**config.mk**
```make
export PLATFORM = sky130hd
export DESIGN_NAME = videoTop
export DESIGN_NICKNAME = d
export VERILOG_FILES = /design/src/source/vicPkg.sv /design/src/source/rasterTiming.sv /design/src/source/borderUnit.sv /design/src/source/pixelColor.sv /design/src/source/videoRegs.sv /design/src/source/videoTop.sv
export SDC_FILE = /design/constraint.sdc
export NUM_CORES = 1
export LEC_CHECK = 0
export ABC_AREA = 1
export BUFFER_PORTS_ARGS = -buffer_cell sky130_fd_sc_hd__buf_4
export CAP_MARGIN = 20
export CORE_MARGIN = 2
export CORE_UTILIZATION = 49
export CTS_CLUSTER_DIAMETER = 60
export DETAILED_ROUTE_END_ITERATION = 8
export PLACE_DENSITY_LB_ADDON = 0.1
export SLEW_MARGIN = 20
export SYNTH_ARGS = -nofsm -noshare
export SYNTH_HDL_FRONTEND = slang
export SYNTH_HIERARCHICAL = 1
export SYNTH_SLANG_ARGS = --single-unit
```
**constraint.sdc**
```tcl
create_clock -name clk33 -period 1.45 [get_ports clk33]
set_clock_uncertainty 0.05 [all_clocks]
set_input_delay 0.2175 -clock clk33 [delete_from_list [all_inputs] [get_ports clk33]]
set_output_delay 0.2175 -clock clk33 [all_outputs]
set_load 0.01 [all_outputs]
```
**src/source/vicPkg.sv**
```systemverilog
// Shared types and the register map of the display-window video block.
// Beam position is 11 bits across and 9 bits down, so frameLines must fit 9 bits.
`default_nettype none

package vicPkg;

	// ====================
	// Width types
	// ====================

	// Horizontal beam position in clocks from the start of a line
	typedef logic [10:0] rasterX_t;
	// Vertical beam position in lines from the start of a frame
	typedef logic [8:0] rasterY_t;
	// Palette index, converted to RGB further downstream
	typedef logic [3:0] color_t;

	// ====================
	// Structs
	// ====================

	// Mode bits that pick the display window
	typedef struct packed {
		logic den;
		logic rsel;
		logic csel;
		logic col80;
	} videoMode_t;

	// One output pixel with the beam position it belongs to
	typedef struct packed {
		color_t color;
		logic border;
		logic hSync;
		logic vSync;
		rasterX_t x;
		rasterY_t y;
	} pixel_t;

	// Host side of an APB transfer
	typedef struct packed {
		logic psel;
		logic penable;
		logic pwrite;
		logic [7:0] paddr;
		logic [31:0] pwdata;
	} apbReq_t;

	// ====================
	// Register byte offsets
	// ====================

	localparam logic [7:0] regCtrl = 8'h00;
	localparam logic [7:0] regBorderColor = 8'h04;
	localparam logic [7:0] regBackColor = 8'h08;
	localparam logic [7:0] regRasterCmp = 8'h0C;
	localparam logic [7:0] regIrqStat = 8'h10;
	localparam logic [7:0] regRaster = 8'h14;

endpackage

`default_nettype wire

```
**src/source/rasterTiming.sv**
```systemverilog
// Free-running beam counters, the time base of the whole video path.
// lineCycles must exceed 666, and frameLines must exceed 252 and fit 9 bits.
`timescale 1ns/1ps
`default_nettype none

module rasterTiming #(
	parameter int lineCycles = 840,
	parameter int frameLines = 263,
	parameter int hSyncStart = 700,
	parameter int hSyncLen = 64,
	parameter int vSyncLine = 260
) (
	input wire logic clk33,
	input wire logic rst,
	output vicPkg::rasterX_t x,
	output vicPkg::rasterY_t y,
	output logic hSync,
	output logic vSync
);

	import vicPkg::*;

	// ====================
	// Counter limits
	// ====================

	// Last clock of a line and last line of a frame
	localparam rasterX_t xLast = rasterX_t'(lineCycles - 1);
	localparam rasterY_t yLast = rasterY_t'(frameLines - 1);

	// Horizontal sync covers hSyncFirst up to but not including hSyncEnd
	localparam rasterX_t hSyncFirst = rasterX_t'(hSyncStart);
	localparam rasterX_t hSyncEnd = rasterX_t'(hSyncStart + hSyncLen);

	// Vertical sync is a single whole line
	localparam rasterY_t vSyncY = rasterY_t'(vSyncLine);

	// ====================
	// Beam counters
	// ====================

	// x steps every clock and y steps once per line, at the x wrap
	always_ff @(posedge clk33) begin
		if (rst) begin
			x <= '0;
			y <= '0;
		end else if (x == xLast) begin
			x <= '0;
			// End of the frame returns the beam to the top line
			if (y == yLast) begin
				y <= '0;
			end else begin
				y <= y + 1'b1;
			end
		end else begin
			x <= x + 1'b1;
		end
	end

	// ====================
	// Sync decode
	// ====================

	// Both flags are plain decodes of the counters and carry no extra delay
	// Downstream blocks delay them together with the position
	assign hSync = (x >= hSyncFirst) && (x < hSyncEnd);
	assign vSync = (y == vSyncY);

endmodule

`default_nettype wire

```
**src/source/borderUnit.sv**
```systemverilog
// Border decision for the current beam position, one clock of latency.
// Window limits are fixed and follow the classic 40/38 column, 25/24 row layout.
`timescale 1ns/1ps
`default_nettype none

module borderUnit (
	input wire logic clk33,
	input wire logic rst,
	input vicPkg::videoMode_t mode,
	input vicPkg::rasterX_t x,
	input vicPkg::rasterY_t y,
	output logic hBorder,
	output logic vBorder,
	output logic border
);

	import vicPkg::*;

	// ====================
	// Window limits
	// ====================

	// Rows, 25 row window with rsel set and 24 row window with it clear
	localparam rasterY_t yTopRs = 9'd51;
	localparam rasterY_t yBotRs = 9'd251;
	localparam rasterY_t yTopNr = 9'd55;
	localparam rasterY_t yBotNr = 9'd247;

	// Columns, left edge depends on csel only
	localparam rasterX_t xLeftCs = 11'd25;
	localparam rasterX_t xLeftNc = 11'd32;
	// Right edge depends on both csel and col80
	localparam rasterX_t xRight80Cs = 11'd665;
	localparam rasterX_t xRight80Nc = 11'd656;
	localparam rasterX_t xRight40Cs = 11'd345;
	localparam rasterX_t xRight40Nc = 11'd336;

	rasterX_t xLeft;
	rasterX_t xRight;
	rasterY_t yTop;
	rasterY_t yBot;
	logic hOpen;
	logic vOpen;

	// Pick the active window edges from the mode bits
	assign yTop = mode.rsel ? yTopRs : yTopNr;
	assign yBot = mode.rsel ? yBotRs : yBotNr;
	assign xLeft = mode.csel ? xLeftCs : xLeftNc;
	assign xRight = mode.col80 ? (mode.csel ? xRight80Cs : xRight80Nc)
		: (mode.csel ? xRight40Cs : xRight40Nc);

	// The window is open only with the display enabled
	assign vOpen = mode.den && (y >= yTop) && (y <= yBot);
	assign hOpen = mode.den && (x >= xLeft) && (x <= xRight);

	// Registered flags, the whole screen is border straight out of reset
	always_ff @(posedge clk33) begin
		if (rst) begin
			hBorder <= 1'b1;
			vBorder <= 1'b1;
		end else begin
			hBorder <= !hOpen;
			vBorder <= !vOpen;
		end
	end

	assign border = hBorder | vBorder;

endmodule

`default_nettype wire

```
**src/source/pixelColor.sv**
```systemverilog
// Colour stage, one clock behind the border decision and two behind the beam.
// Hold rst for at least two clocks so the position delay stage is filled.
`timescale 1ns/1ps
`default_nettype none

module pixelColor (
	input wire logic clk33,
	input wire logic rst,
	input wire logic border,
	input vicPkg::color_t borderColor,
	input vicPkg::color_t backColor,
	input vicPkg::rasterX_t x,
	input vicPkg::rasterY_t y,
	input wire logic hSync,
	input wire logic vSync,
	output vicPkg::pixel_t pixel
);

	import vicPkg::*;

	// ====================
	// Alignment stage
	// ====================

	// Position and sync wait here one clock so they meet the border flag
	rasterX_t xDly;
	rasterY_t yDly;
	logic hSyncDly;
	logic vSyncDly;

	always_ff @(posedge clk33) begin
		xDly <= x;
		yDly <= y;
		if (rst) begin
			hSyncDly <= 1'b0;
			vSyncDly <= 1'b0;
		end else begin
			hSyncDly <= hSync;
			vSyncDly <= vSync;
		end
	end

	// ====================
	// Output register
	// ====================

	// Colour is still sent during sync, the encoder does its own blanking
	always_ff @(posedge clk33) begin
		if (rst) begin
			pixel <= '{color: '0, border: 1'b1, hSync: 1'b0, vSync: 1'b0, x: '0, y: '0};
		end else begin
			pixel.color <= border ? borderColor : backColor;
			pixel.border <= border;
			pixel.hSync <= hSyncDly;
			pixel.vSync <= vSyncDly;
			pixel.x <= xDly;
			pixel.y <= yDly;
		end
	end

endmodule

`default_nettype wire

```
**src/source/videoRegs.sv**
```systemverilog
// APB register block with mode, colours, raster compare and interrupt status.
// pready is tied high; bad or unaligned offsets raise pslverr in the access phase.
`timescale 1ns/1ps
`default_nettype none

module videoRegs (
	input wire logic clk33,
	input wire logic rst,
	input vicPkg::apbReq_t apb,
	output logic [31:0] prdata,
	output logic pready,
	output logic pslverr,
	input vicPkg::rasterY_t y,
	input vicPkg::rasterX_t x,
	output vicPkg::videoMode_t mode,
	output vicPkg::color_t borderColor,
	output vicPkg::color_t backColor,
	output logic irq
);

	import vicPkg::*;

	// ====================
	// Bus decode
	// ====================

	logic access;
	logic wrEn;
	logic addrErr;
	logic irqEn;
	logic irqStat;
	logic cmpHit;
	logic irqClr;
	rasterY_t rasterCmp;

	// A transfer is live in its access phase, every access completes at once
	assign access = apb.psel && apb.penable;
	assign pready = 1'b1;

	// Offsets past regRaster or off a word boundary are errors
	assign addrErr = (apb.paddr > regRaster) || (apb.paddr[1:0] != 2'b00);
	assign pslverr = access && addrErr;

	// Erroneous writes are dropped, they never match a register below
	assign wrEn = access && apb.pwrite && !addrErr;

	// ====================
	// Control and colour registers
	// ====================

	// Control layout, bit 0 den, 1 rsel, 2 csel, 3 col80, 4 irq enable
	always_ff @(posedge clk33) begin
		if (rst) begin
			mode <= '{den: 1'b1, rsel: 1'b1, csel: 1'b1, col80: 1'b0};
			irqEn <= 1'b0;
			borderColor <= '0;
			backColor <= '0;
			rasterCmp <= '0;
		end else if (wrEn) begin
			case (apb.paddr)
				regCtrl: begin
					mode <= '{den: apb.pwdata[0], rsel: apb.pwdata[1],
						csel: apb.pwdata[2], col80: apb.pwdata[3]};
					irqEn <= apb.pwdata[4];
				end
				regBorderColor: borderColor <= apb.pwdata[3:0];
				regBackColor: backColor <= apb.pwdata[3:0];
				regRasterCmp: rasterCmp <= apb.pwdata[8:0];
				// The live raster and the status register are not plain storage
				default: ;
			endcase
		end
	end

	// ====================
	// Raster interrupt
	// ====================

	// Hit when the beam sits at the first clock of the compare line
	assign cmpHit = (x == '0) && (y == rasterCmp);
	assign irqClr = wrEn && (apb.paddr == regIrqStat) && apb.pwdata[0];

	// Write 1 to clear, a hit on the same edge keeps the flag set
	always_ff @(posedge clk33) begin
		if (rst) begin
			irqStat <= 1'b0;
			irq <= 1'b0;
		end else begin
			if (cmpHit) begin
				irqStat <= 1'b1;
			end else if (irqClr) begin
				irqStat <= 1'b0;
			end
			irq <= irqStat && irqEn;
		end
	end

	// ====================
	// Read mux
	// ====================

	// Unused bits and unknown offsets read as zero
	always_comb begin
		prdata = '0;
		case (apb.paddr)
			regCtrl: prdata[4:0] = {irqEn, mode.col80, mode.csel, mode.rsel, mode.den};
			regBorderColor: prdata[3:0] = borderColor;
			regBackColor: prdata[3:0] = backColor;
			regRasterCmp: prdata[8:0] = rasterCmp;
			regIrqStat: prdata[0] = irqStat;
			// Live beam line, writes to this offset are ignored
			regRaster: prdata[8:0] = y;
			default: prdata = '0;
		endcase
	end

endmodule

`default_nettype wire

```
**src/source/videoTop.sv**
```systemverilog
// Display-window video top level, pixel output trails the beam by two clocks.
// No character, bitmap or sprite fetch, the picture is border or background only.
`timescale 1ns/1ps
`default_nettype none

module videoTop #(
	parameter int lineCycles = 840,
	parameter int frameLines = 263,
	parameter int hSyncStart = 700,
	parameter int hSyncLen = 64,
	parameter int vSyncLine = 260
) (
	input wire logic clk33,
	input wire logic rst,
	input vicPkg::apbReq_t apb,
	output logic [31:0] prdata,
	output logic pready,
	output logic pslverr,
	output vicPkg::pixel_t pixel,
	output logic irq
);

	import vicPkg::*;

	// ====================
	// Internal nets
	// ====================

	rasterX_t x;
	rasterY_t y;
	logic hSync;
	logic vSync;
	logic border;
	videoMode_t mode;
	color_t borderColor;
	color_t backColor;

	// Beam time base for every other block
	rasterTiming #(
		.lineCycles(lineCycles),
		.frameLines(frameLines),
		.hSyncStart(hSyncStart),
		.hSyncLen(hSyncLen),
		.vSyncLine(vSyncLine)
	) u_rasterTiming (
		.clk33(clk33), .rst(rst), .x(x), .y(y), .hSync(hSync), .vSync(vSync)
	);

	// Separate edge flags stay internal, only their OR goes on
	borderUnit u_borderUnit (
		.clk33(clk33), .rst(rst), .mode(mode), .x(x), .y(y),
		.hBorder(), .vBorder(), .border(border)
	);

	pixelColor u_pixelColor (
		.clk33(clk33), .rst(rst), .border(border),
		.borderColor(borderColor), .backColor(backColor),
		.x(x), .y(y), .hSync(hSync), .vSync(vSync), .pixel(pixel)
	);

	videoRegs u_videoRegs (
		.clk33(clk33), .rst(rst), .apb(apb),
		.prdata(prdata), .pready(pready), .pslverr(pslverr),
		.y(y), .x(x), .mode(mode),
		.borderColor(borderColor), .backColor(backColor), .irq(irq)
	);

endmodule

`default_nettype wire

```
# Word-level counts from Yosys, hierarchy flattened
# Index checks and enable logic that the tools add are counted.
# classes
n_addsub	2
order_cmp	7
n_eq_ne	9
n_mux	14
bitwise_logic	1
reduce_logical	26
# ops
op	count
9-bit equality test, second input constant	2
8-bit by 4-bit equality test with 1-bit output, second input constant	2
8-bit by 5-bit equality test with 1-bit output, second input constant	2
4-bit two-way mux	4
3-bit case mux with 5 select lines	1
1-bit logical AND	13
11-bit by 1-bit adder with 11-bit output, second input constant	1
11-bit by 10-bit equality test with 1-bit output, second input constant	1
11-bit by 10-bit >= comparator with 1-bit output, second input constant	1
11-bit >= comparator	1
11-bit <= comparator	1
11-bit zero test	1
11-bit by 10-bit less-than comparator with 1-bit output, second input constant	1
11-bit two-way mux	1
9-bit by 1-bit adder with 9-bit output, second input constant	1
9-bit equality test	1
9-bit >= comparator	1
9-bit <= comparator	1
9-bit two-way mux	1
8-bit by 3-bit equality test with 1-bit output, second input constant	1
8-bit by 5-bit greater-than comparator with 1-bit output, second input constant	1
8-bit zero test	1
4-bit case mux with 2 select lines	1
2-bit AND reduction	4
other kinds (10)	14
# totals
regBits	95
elab_cells	83

# Depth between registers and ports, before layout
# Gate-level depths: netlist of the first run.
# logic_depth
word_depth	8
depth_mapped	10
mapped_depth_nobuf	9

# Modules after synthesis
# Netlist of the first run, hierarchy kept.
# modules_own_cells
mod	instances	cells_each	area_each_um2	seq_area_each_um2
videoRegs	1	275	1722.9	480.5
pixelColor	1	123	1287.5	980.9
rasterTiming	1	175	1209.9	400.4
borderUnit	1	79	452.9	40.0

# Worst setup path after synthesis of the first run
# Ideal clock, no wire load.
# synth_timing
kind	reg2reg
startpoint	register u_rasterTiming.x[0]
endpoint	register u_rasterTiming.x[5]
t_arrival_ps	1263
required_ps	1276
slack_ps	13
path_stages_with_launch	8
n_path_buf	1
path_cell_list	dfxtp_1 ha_1 nand2_1 nor2_4 nand2_4 nand2_4 buf_8 nor3_2
# synth_via
elab_chain_cells	2
elab_cells_between_ends	3
cone_classes	add/sub: 1; eq/ne: 1; reduce/logical: 1
# synth_lines
element	line	source
from (decl)	rasterTiming.sv:15	output vicPkg::rasterX_t x,
from (signal assigned)	rasterTiming.sv:56	x <= x + 1'b1;
branches (longest 2 deep; another with 11-bit by 1-bit adder with 11-bit output)	n/a	
# Parallel ways; which one is timed is not known.
# A chain may end at the register's enable or synchronous reset.

# Worst setup path after layout of the first run
# layout_timing
startpoint	register u_rasterTiming.y[0]
endpoint	output port prdata[0]
# layout_via
elab_chain_cells	1
# layout_lines
element	line	source
from (decl)	rasterTiming.sv:16	output vicPkg::rasterY_t y,
from (signal assigned)	rasterTiming.sv:53	y <= y + 1'b1;
1-bit case mux with 6 select lines	videoRegs.sv:105	case (apb.paddr)
to (decl)	videoTop.sv:16	output logic [31:0] prdata,
# Every way passes these cells.

==> results_dict.tcl, run 1 <==
set metrics [dict create \
    status "finished, violations left" \
    violations "setup timing" \
    nFillCells 784 \
    synth_area_leaders "dfxtp_1 41%, nand2_1 11%, nor2_1 10%" \
    firstDrtPassIters 6 \
    grt.total_usage 0.225 \
    wl_um 11300 \
    start_kind "register" \
    ir_worst_vdd_v 0.000580 \
    maxCapViolCount 0 \
    fmax_mhz 649 \
    htree_num_levels 3 \
    async_flop_share 0 \
    avgSynthCellArea_sq_um 7.17 \
    drive_above_1_share 0.309 \
    required_ns 1.18 \
    place_area_sq_mm 0.00547 \
    antenna_found_initial 0 \
    clkSlewWorstSetupHoldPaths_ns 0.10 \
    grt_pass1_wl_um 18200 \
    yosys.area.top_type "dfxtp_1" \
    drt_iter0_drc 256 \
    timing.final.ws_setup_ns -0.0904 \
    die_width_um 102 \
    synth_cells 652 \
    clkLatencyLatePin_ns 0.36 \
    antenna_cells 0 \
    power_density_mw_per_mm2 775 \
    endpoint_kind "output pin" \
    core_area_sq_mm 0.00924 \
    rsz0062_at_grt "yes" \
    root_buffer "clkbuf_8" \
    gp_congestion 0.879 \
    num_vias 4287 \
    vias_per_cell 4.75 \
    synth-warning-count 6 \
    numCtsBuffers 9 \
    critical_path.max_fanout 2 \
    fp.dieH_um 102 \
    finalCriticalPeriod_ns 1.54 \
    syn_to_final_growth_pct 30.8 \
    start_util 0.506 \
    synth_seq_cells 95 \
    worstSetupPathType "reg2out" \
    portBuffers 59 \
    fin_setup_tns_ns -0.298 \
    synth_top_area_share 0.407 \
    synth_edf_count 0 \
    fin_util 0.662 \
    clock_sinks 95 \
    arrival_ns 1.27 \
    fp-row-count 35 \
    die_area_sq_mm 0.0103 \
    synth-main-ff-cell "dfxtp_1" \
    routedWlPerCell_um 12.5 \
    setup_viol 5 \
    fin_crit_sh 1.06 \
    num_io_pins 107 \
    gr-total-overflow 0 \
    hpwl_um 8060 \
    ys_types 41 \
    ant_nets 0 \
    post-place-ws_ns -0.179 \
    yosys-top-cells-count "136 x nand2_1, 130 x nor2_1, 100 x inv_1" \
    finalMaxSlewViolations 0 \
    hold_viol_final 0 \
    grt_start_max_net_pins 28 \
    grt_pass1_vias 3892 \
    p_leak_uw 0.00293 \
    hold_path_class "in2reg" \
    design_area_sq_mm 0.00611 \
    syn_area_sq_mm 0.00467 \
    cts_tree "yes" \
    synth_seq_area_share 0.407 \
    clockBufferDepth 2 \
    synth.most_common_cell "nand2_1" \
    nets 829 \
    drcViolationCount 0 \
]
where the power goes:
group | total (uW) | internal (uW) | switching [uW]
logic | 381 | 155 | 226
clock network | 1720 | 715 | 1010
registers | 2630 | 2620 | 15.8
total | 4740 | 3490 | 1250
path summary, 6_finish.rpt:
path	slack (ns)	cells after the start	startpoint	endpoint
max	-0.09	6	u_rasterTiming/y[0]$_SDFFE_PP0N_	prdata[0]
min	0.02	3	apb[7]	u_videoRegs/rasterCmp[7]$_SDFFE_PP0P_
max reg2reg	0.06	6	u_rasterTiming/y[3]$_SDFFE_PP0N_	u_borderUnit/vBorder$_SDFF_PP1_
min reg2reg	0.34	2	u_pixelColor/xDly[9]$_DFF_P_	u_pixelColor/pixel[18]$_SDFF_PP0_
cell usage in the layout (no fill, tap or decap), drive strengths merged:
master / instances
o221ai: 1
xnor2: 3
xor2: 6
conb: 24
nand2: 142
nand4: 16
or2: 4
nor2b: 1
nor4: 1
ha: 15
and2: 1
buf: 117
clkbuf: 10
nand3: 40
nor3: 10
a21oi: 18
nor2: 139
o22ai: 5
a22oi: 1
dfxtp: 95
o211ai: 1
o21ai: 13
inv: 111
worst max-delay path, stage by stage (launching register included):
cell	delay, ns
dfxtp_4	0.35
buf_6	0.11
nand3_2	0.06
o21ai_2	0.06
a21oi_2	0.13
nand2_1	0.08
buf_6	0.12
state kept, by name (all words and copies together) (netlist names), 4 cells and up:
signal and flops:
u_videoRegs/rasterCmp 9, u_videoRegs/backColor 4, u_rasterTiming/y 9, u_pixelColor/xDly 11, u_pixelColor/yDly 9, u_pixelColor/pixel 27, u_rasterTiming/x 11, u_videoRegs/mode 4
u_videoRegs/borderColor 4
repair_timing:
item,CTS,global route
setup buffers,11,4
hold endpoints to repair,0,0
hold buffers,0,0
pin swaps,20,17
resized for setup,90,26
setup endpoints to repair,16,23
through the flow:
stage | hold slack (ns) | power [uW] | instances
final | 0.0249 | 4740 | 903
after detailed placement | 0.343 | 3020 | 873
after global placement | 0.339 | 3010 | 873
after floorplan | 0.237 | 2920 | 674
after CTS | 0.0190 | 4750 | 900
after global routing | 0.0247 | 4930 | 903
final cells by class:
cell class | instances | area (sq um) | area share
Timing Repair Buffer | 117 | 966 | 0.158
Tap cell | 129 | 161 | 0.0264
Clock buffer | 10 | 138 | 0.0225
Multi-Input combinational cell | 441 | 2440 | 0.399
Inverter | 105 | 399 | 0.0653
Sequential cell | 95 | 1950 | 0.319
Clock inverter | 6 | 55.1 | 0.00900
layer usage:
metal / track usage / share of wire
met1: 0.302 / 0.45
met2: 0.359 / 0.47
met3: 0.0297 / 0.059
met4: 0.103 / 0.027
met5: 0 / 0
logic make-up after synthesis:
group                    after synthesis  share of synthesized area
XOR/XNOR                               9                     0.0169
AO/OA/AOI/OAI                         39                     0.0490
flip-flops                            95                      0.407
other                                  2                    0.00161
adder cells (fa/ha/maj)               15                     0.0402
buffers and inverters                138                      0.140
AND/OR/NAND/NOR                      354                      0.345
(Power assumes the default switching activity.)
==> run 2, diff against run 1 <==
--- a/config.mk
+++ b/config.mk
@@ -12,6 +12,8 @@
 export CORE_UTILIZATION = 49
 export CTS_CLUSTER_DIAMETER = 60
 export DETAILED_ROUTE_END_ITERATION = 8
+export GPL_TIMING_DRIVEN = 0
+export HOLD_SLACK_MARGIN = 0.1
 export PLACE_DENSITY_LB_ADDON = 0.1
 export SLEW_MARGIN = 20
 export SYNTH_ARGS = -nofsm -noshare
==> results_dict.tcl, run 2 (synthesized netlist as in run 1, its figures left out) <==
set metrics [dict create \
    status "finished, violations left" \
    violations "setup timing" \
    path_cells "buf_8 > nor2_4 > nand2_4 > nor2_4 > inv_4 > o21ai_2 > nor2_1 > o21ai_1 > buf_4" \
    ant_nets 0 \
    vias_per_cell 4.89 \
    hold_path_class "in2reg" \
    start_kind "input pin" \
    design_area_sq_mm 0.00645 \
    cts_tree "yes" \
    place_area_sq_mm 0.00536 \
    fin_crit_sh 1.07 \
    grt.total_usage 0.248 \
    rsz0062_at_grt "yes" \
    start_util 0.506 \
    crit_path_frequent_cell "nor2_4" \
    fp.dieH_um 102 \
    clkSlewWorstSetupHoldPaths_ns 0.09 \
    drt_iter0_drc 235 \
    hpwl_um 7850 \
    fp-row-count 35 \
    antenna_found_initial 0 \
    final_common_cell "nand2_1" \
    worstSetupPathType "in2out" \
    finalMaxSlewViolations 0 \
    timing.final.ws_setup_ns -0.0987 \
    grt_pass1_wl_um 19900 \
    reg_top3 "u_pixelColor/pixel: 27 flops, u_pixelColor/xDly: 11 flops, u_rasterTiming/x: 11 flops" \
    num_vias 4536 \
    largest_register_ffs 27 \
    setup_viol 8 \
    ir_worst_vdd_v 0.000391 \
    die_width_um 102 \
    hold_viol_final 0 \
    nets 854 \
    antenna_cells 0 \
    fin_setup_tns_ns -0.350 \
    p_leak_uw 0.00303 \
    gr-total-overflow 0 \
    largest_register "u_pixelColor/pixel" \
    endpoint_kind "output pin" \
    routedWlPerCell_um 13.6 \
    fmax_mhz 646 \
    core_area_sq_mm 0.00924 \
    wl_um 12600 \
    arrival_ns 1.28 \
    grt_pass1_vias 4274 \
    grt_start_max_net_pins 18 \
    firstDrtPassIters 6 \
    cpPeakStageDelay_ns 0.19 \
    timing.hold.ws_ns 0.183 \
    clkLatencyLatePin_ns 0.36 \
    die_area_sq_mm 0.0103 \
    portBuffers 59 \
    r2r_slack_ns 0.01 \
    drive_above_1_share 0.327 \
    drcViolationCount 0 \
    cp_slowest_cell "nor2_4" \
    syn_to_final_growth_pct 38.0 \
    power_density_mw_per_mm2 759 \
    htree_num_levels 3 \
    num_io_pins 107 \
    critical_path.max_fanout 7 \
    mostFrequentLayoutCells "129 x nand2_1, 121 x nor2_1, 100 x buf_4" \
    clock_sinks 95 \
    clockBufferDepth 2 \
    finalCriticalPeriod_ns 1.55 \
    numCtsBuffers 9 \
    gp_congestion 0.872 \
    root_buffer "clkbuf_8" \
    tightest_slew_ns 0.571 \
    maxCapViolCount 0 \
    slew_headroom 0.620 \
    required_ns 1.18 \
]
-- run 2: cell count changes in the layout (fill, tap and decap cells not counted), sizes merged --
cell	before	now
buf	117	131
bufinv	0	1
clkinv	0	2
clkbuf	10	11
dlygate4sd3	0	10
inv	111	108
-- run 2: repair_timing --
action	in CTS	in global routing
pin swaps	16	25
setup buffers	32	8
setup endpoints to repair	30	39
endpoints found under the hold margin	23	0
hold buffers	10	0
gates resized for setup	87	63
-- run 2: routing by layer --
layer,vias to the layer above,track usage,routed length (um)
li1,2246,-,-
met1,2044,0.302,5190
met2,211,0.423,6200
met3,35,0.0476,808
met4,0,0.110,406
met5,-,0,0
-- run 2: final timing paths --
check,from,endpoint,cells past startpoint
setup reg to reg,u_rasterTiming/y[6]$_SDFFE_PP0N_,u_rasterTiming/y[3]$_SDFFE_PP0N_,9
hold reg to reg,u_pixelColor/xDly[1]$_DFF_P_,u_pixelColor/pixel[10]$_SDFF_PP0_,2
setup / recovery,apb[36],prdata[1],9
hold / removal,rst,u_videoRegs/irqStat$_SDFFE_PP0P_,4
-- run 2: metrics by stage --
step | util | setup WS [ns] | cells | power [uW]
after global routing | 0.698 | -0.154 | 928 | 5100
after detailed placement | 0.580 | -0.418 | 862 | 3040
after CTS | 0.668 | -0.0781 | 920 | 4900
after floorplan | - | 0.0129 | 674 | 2920
final | 0.698 | -0.0987 | 928 | 4890
after global placement | 0.580 | -0.405 | 862 | 3030
-- run 2: worst max-delay path: cells and delay by family --
family,cells,cell delay [ns]
buffers and inverters,3,0.32
AND/OR/NAND/NOR,4,0.48
AO/OA/AOI/OAI,2,0.25
-- run 2: power by group --
| group | total [uW] | internal, uW | leakage [uW] | switching [uW] |
|---|---|---|---|---|
| Combinational | 458 | 216 | 0.00215 | 242 |
| Clock | 1810 | 830 | 0.000103 | 985 |
| Sequential | 2620 | 2610 | 0.000783 | 16.9 |
| Total | 4890 | 3650 | 0.00303 | 1240 |
-- run 2: area by class of cell --
type	count	area, sq um
Tap cell	129	161
Buffer	33	265
Timing Repair Buffer	109	955
Sequential cell	95	1970
Clock inverter	6	76.3
Inverter	105	407
Fill cell	749	2790
Clock buffer	10	128
Multi-Input combinational cell	441	2480
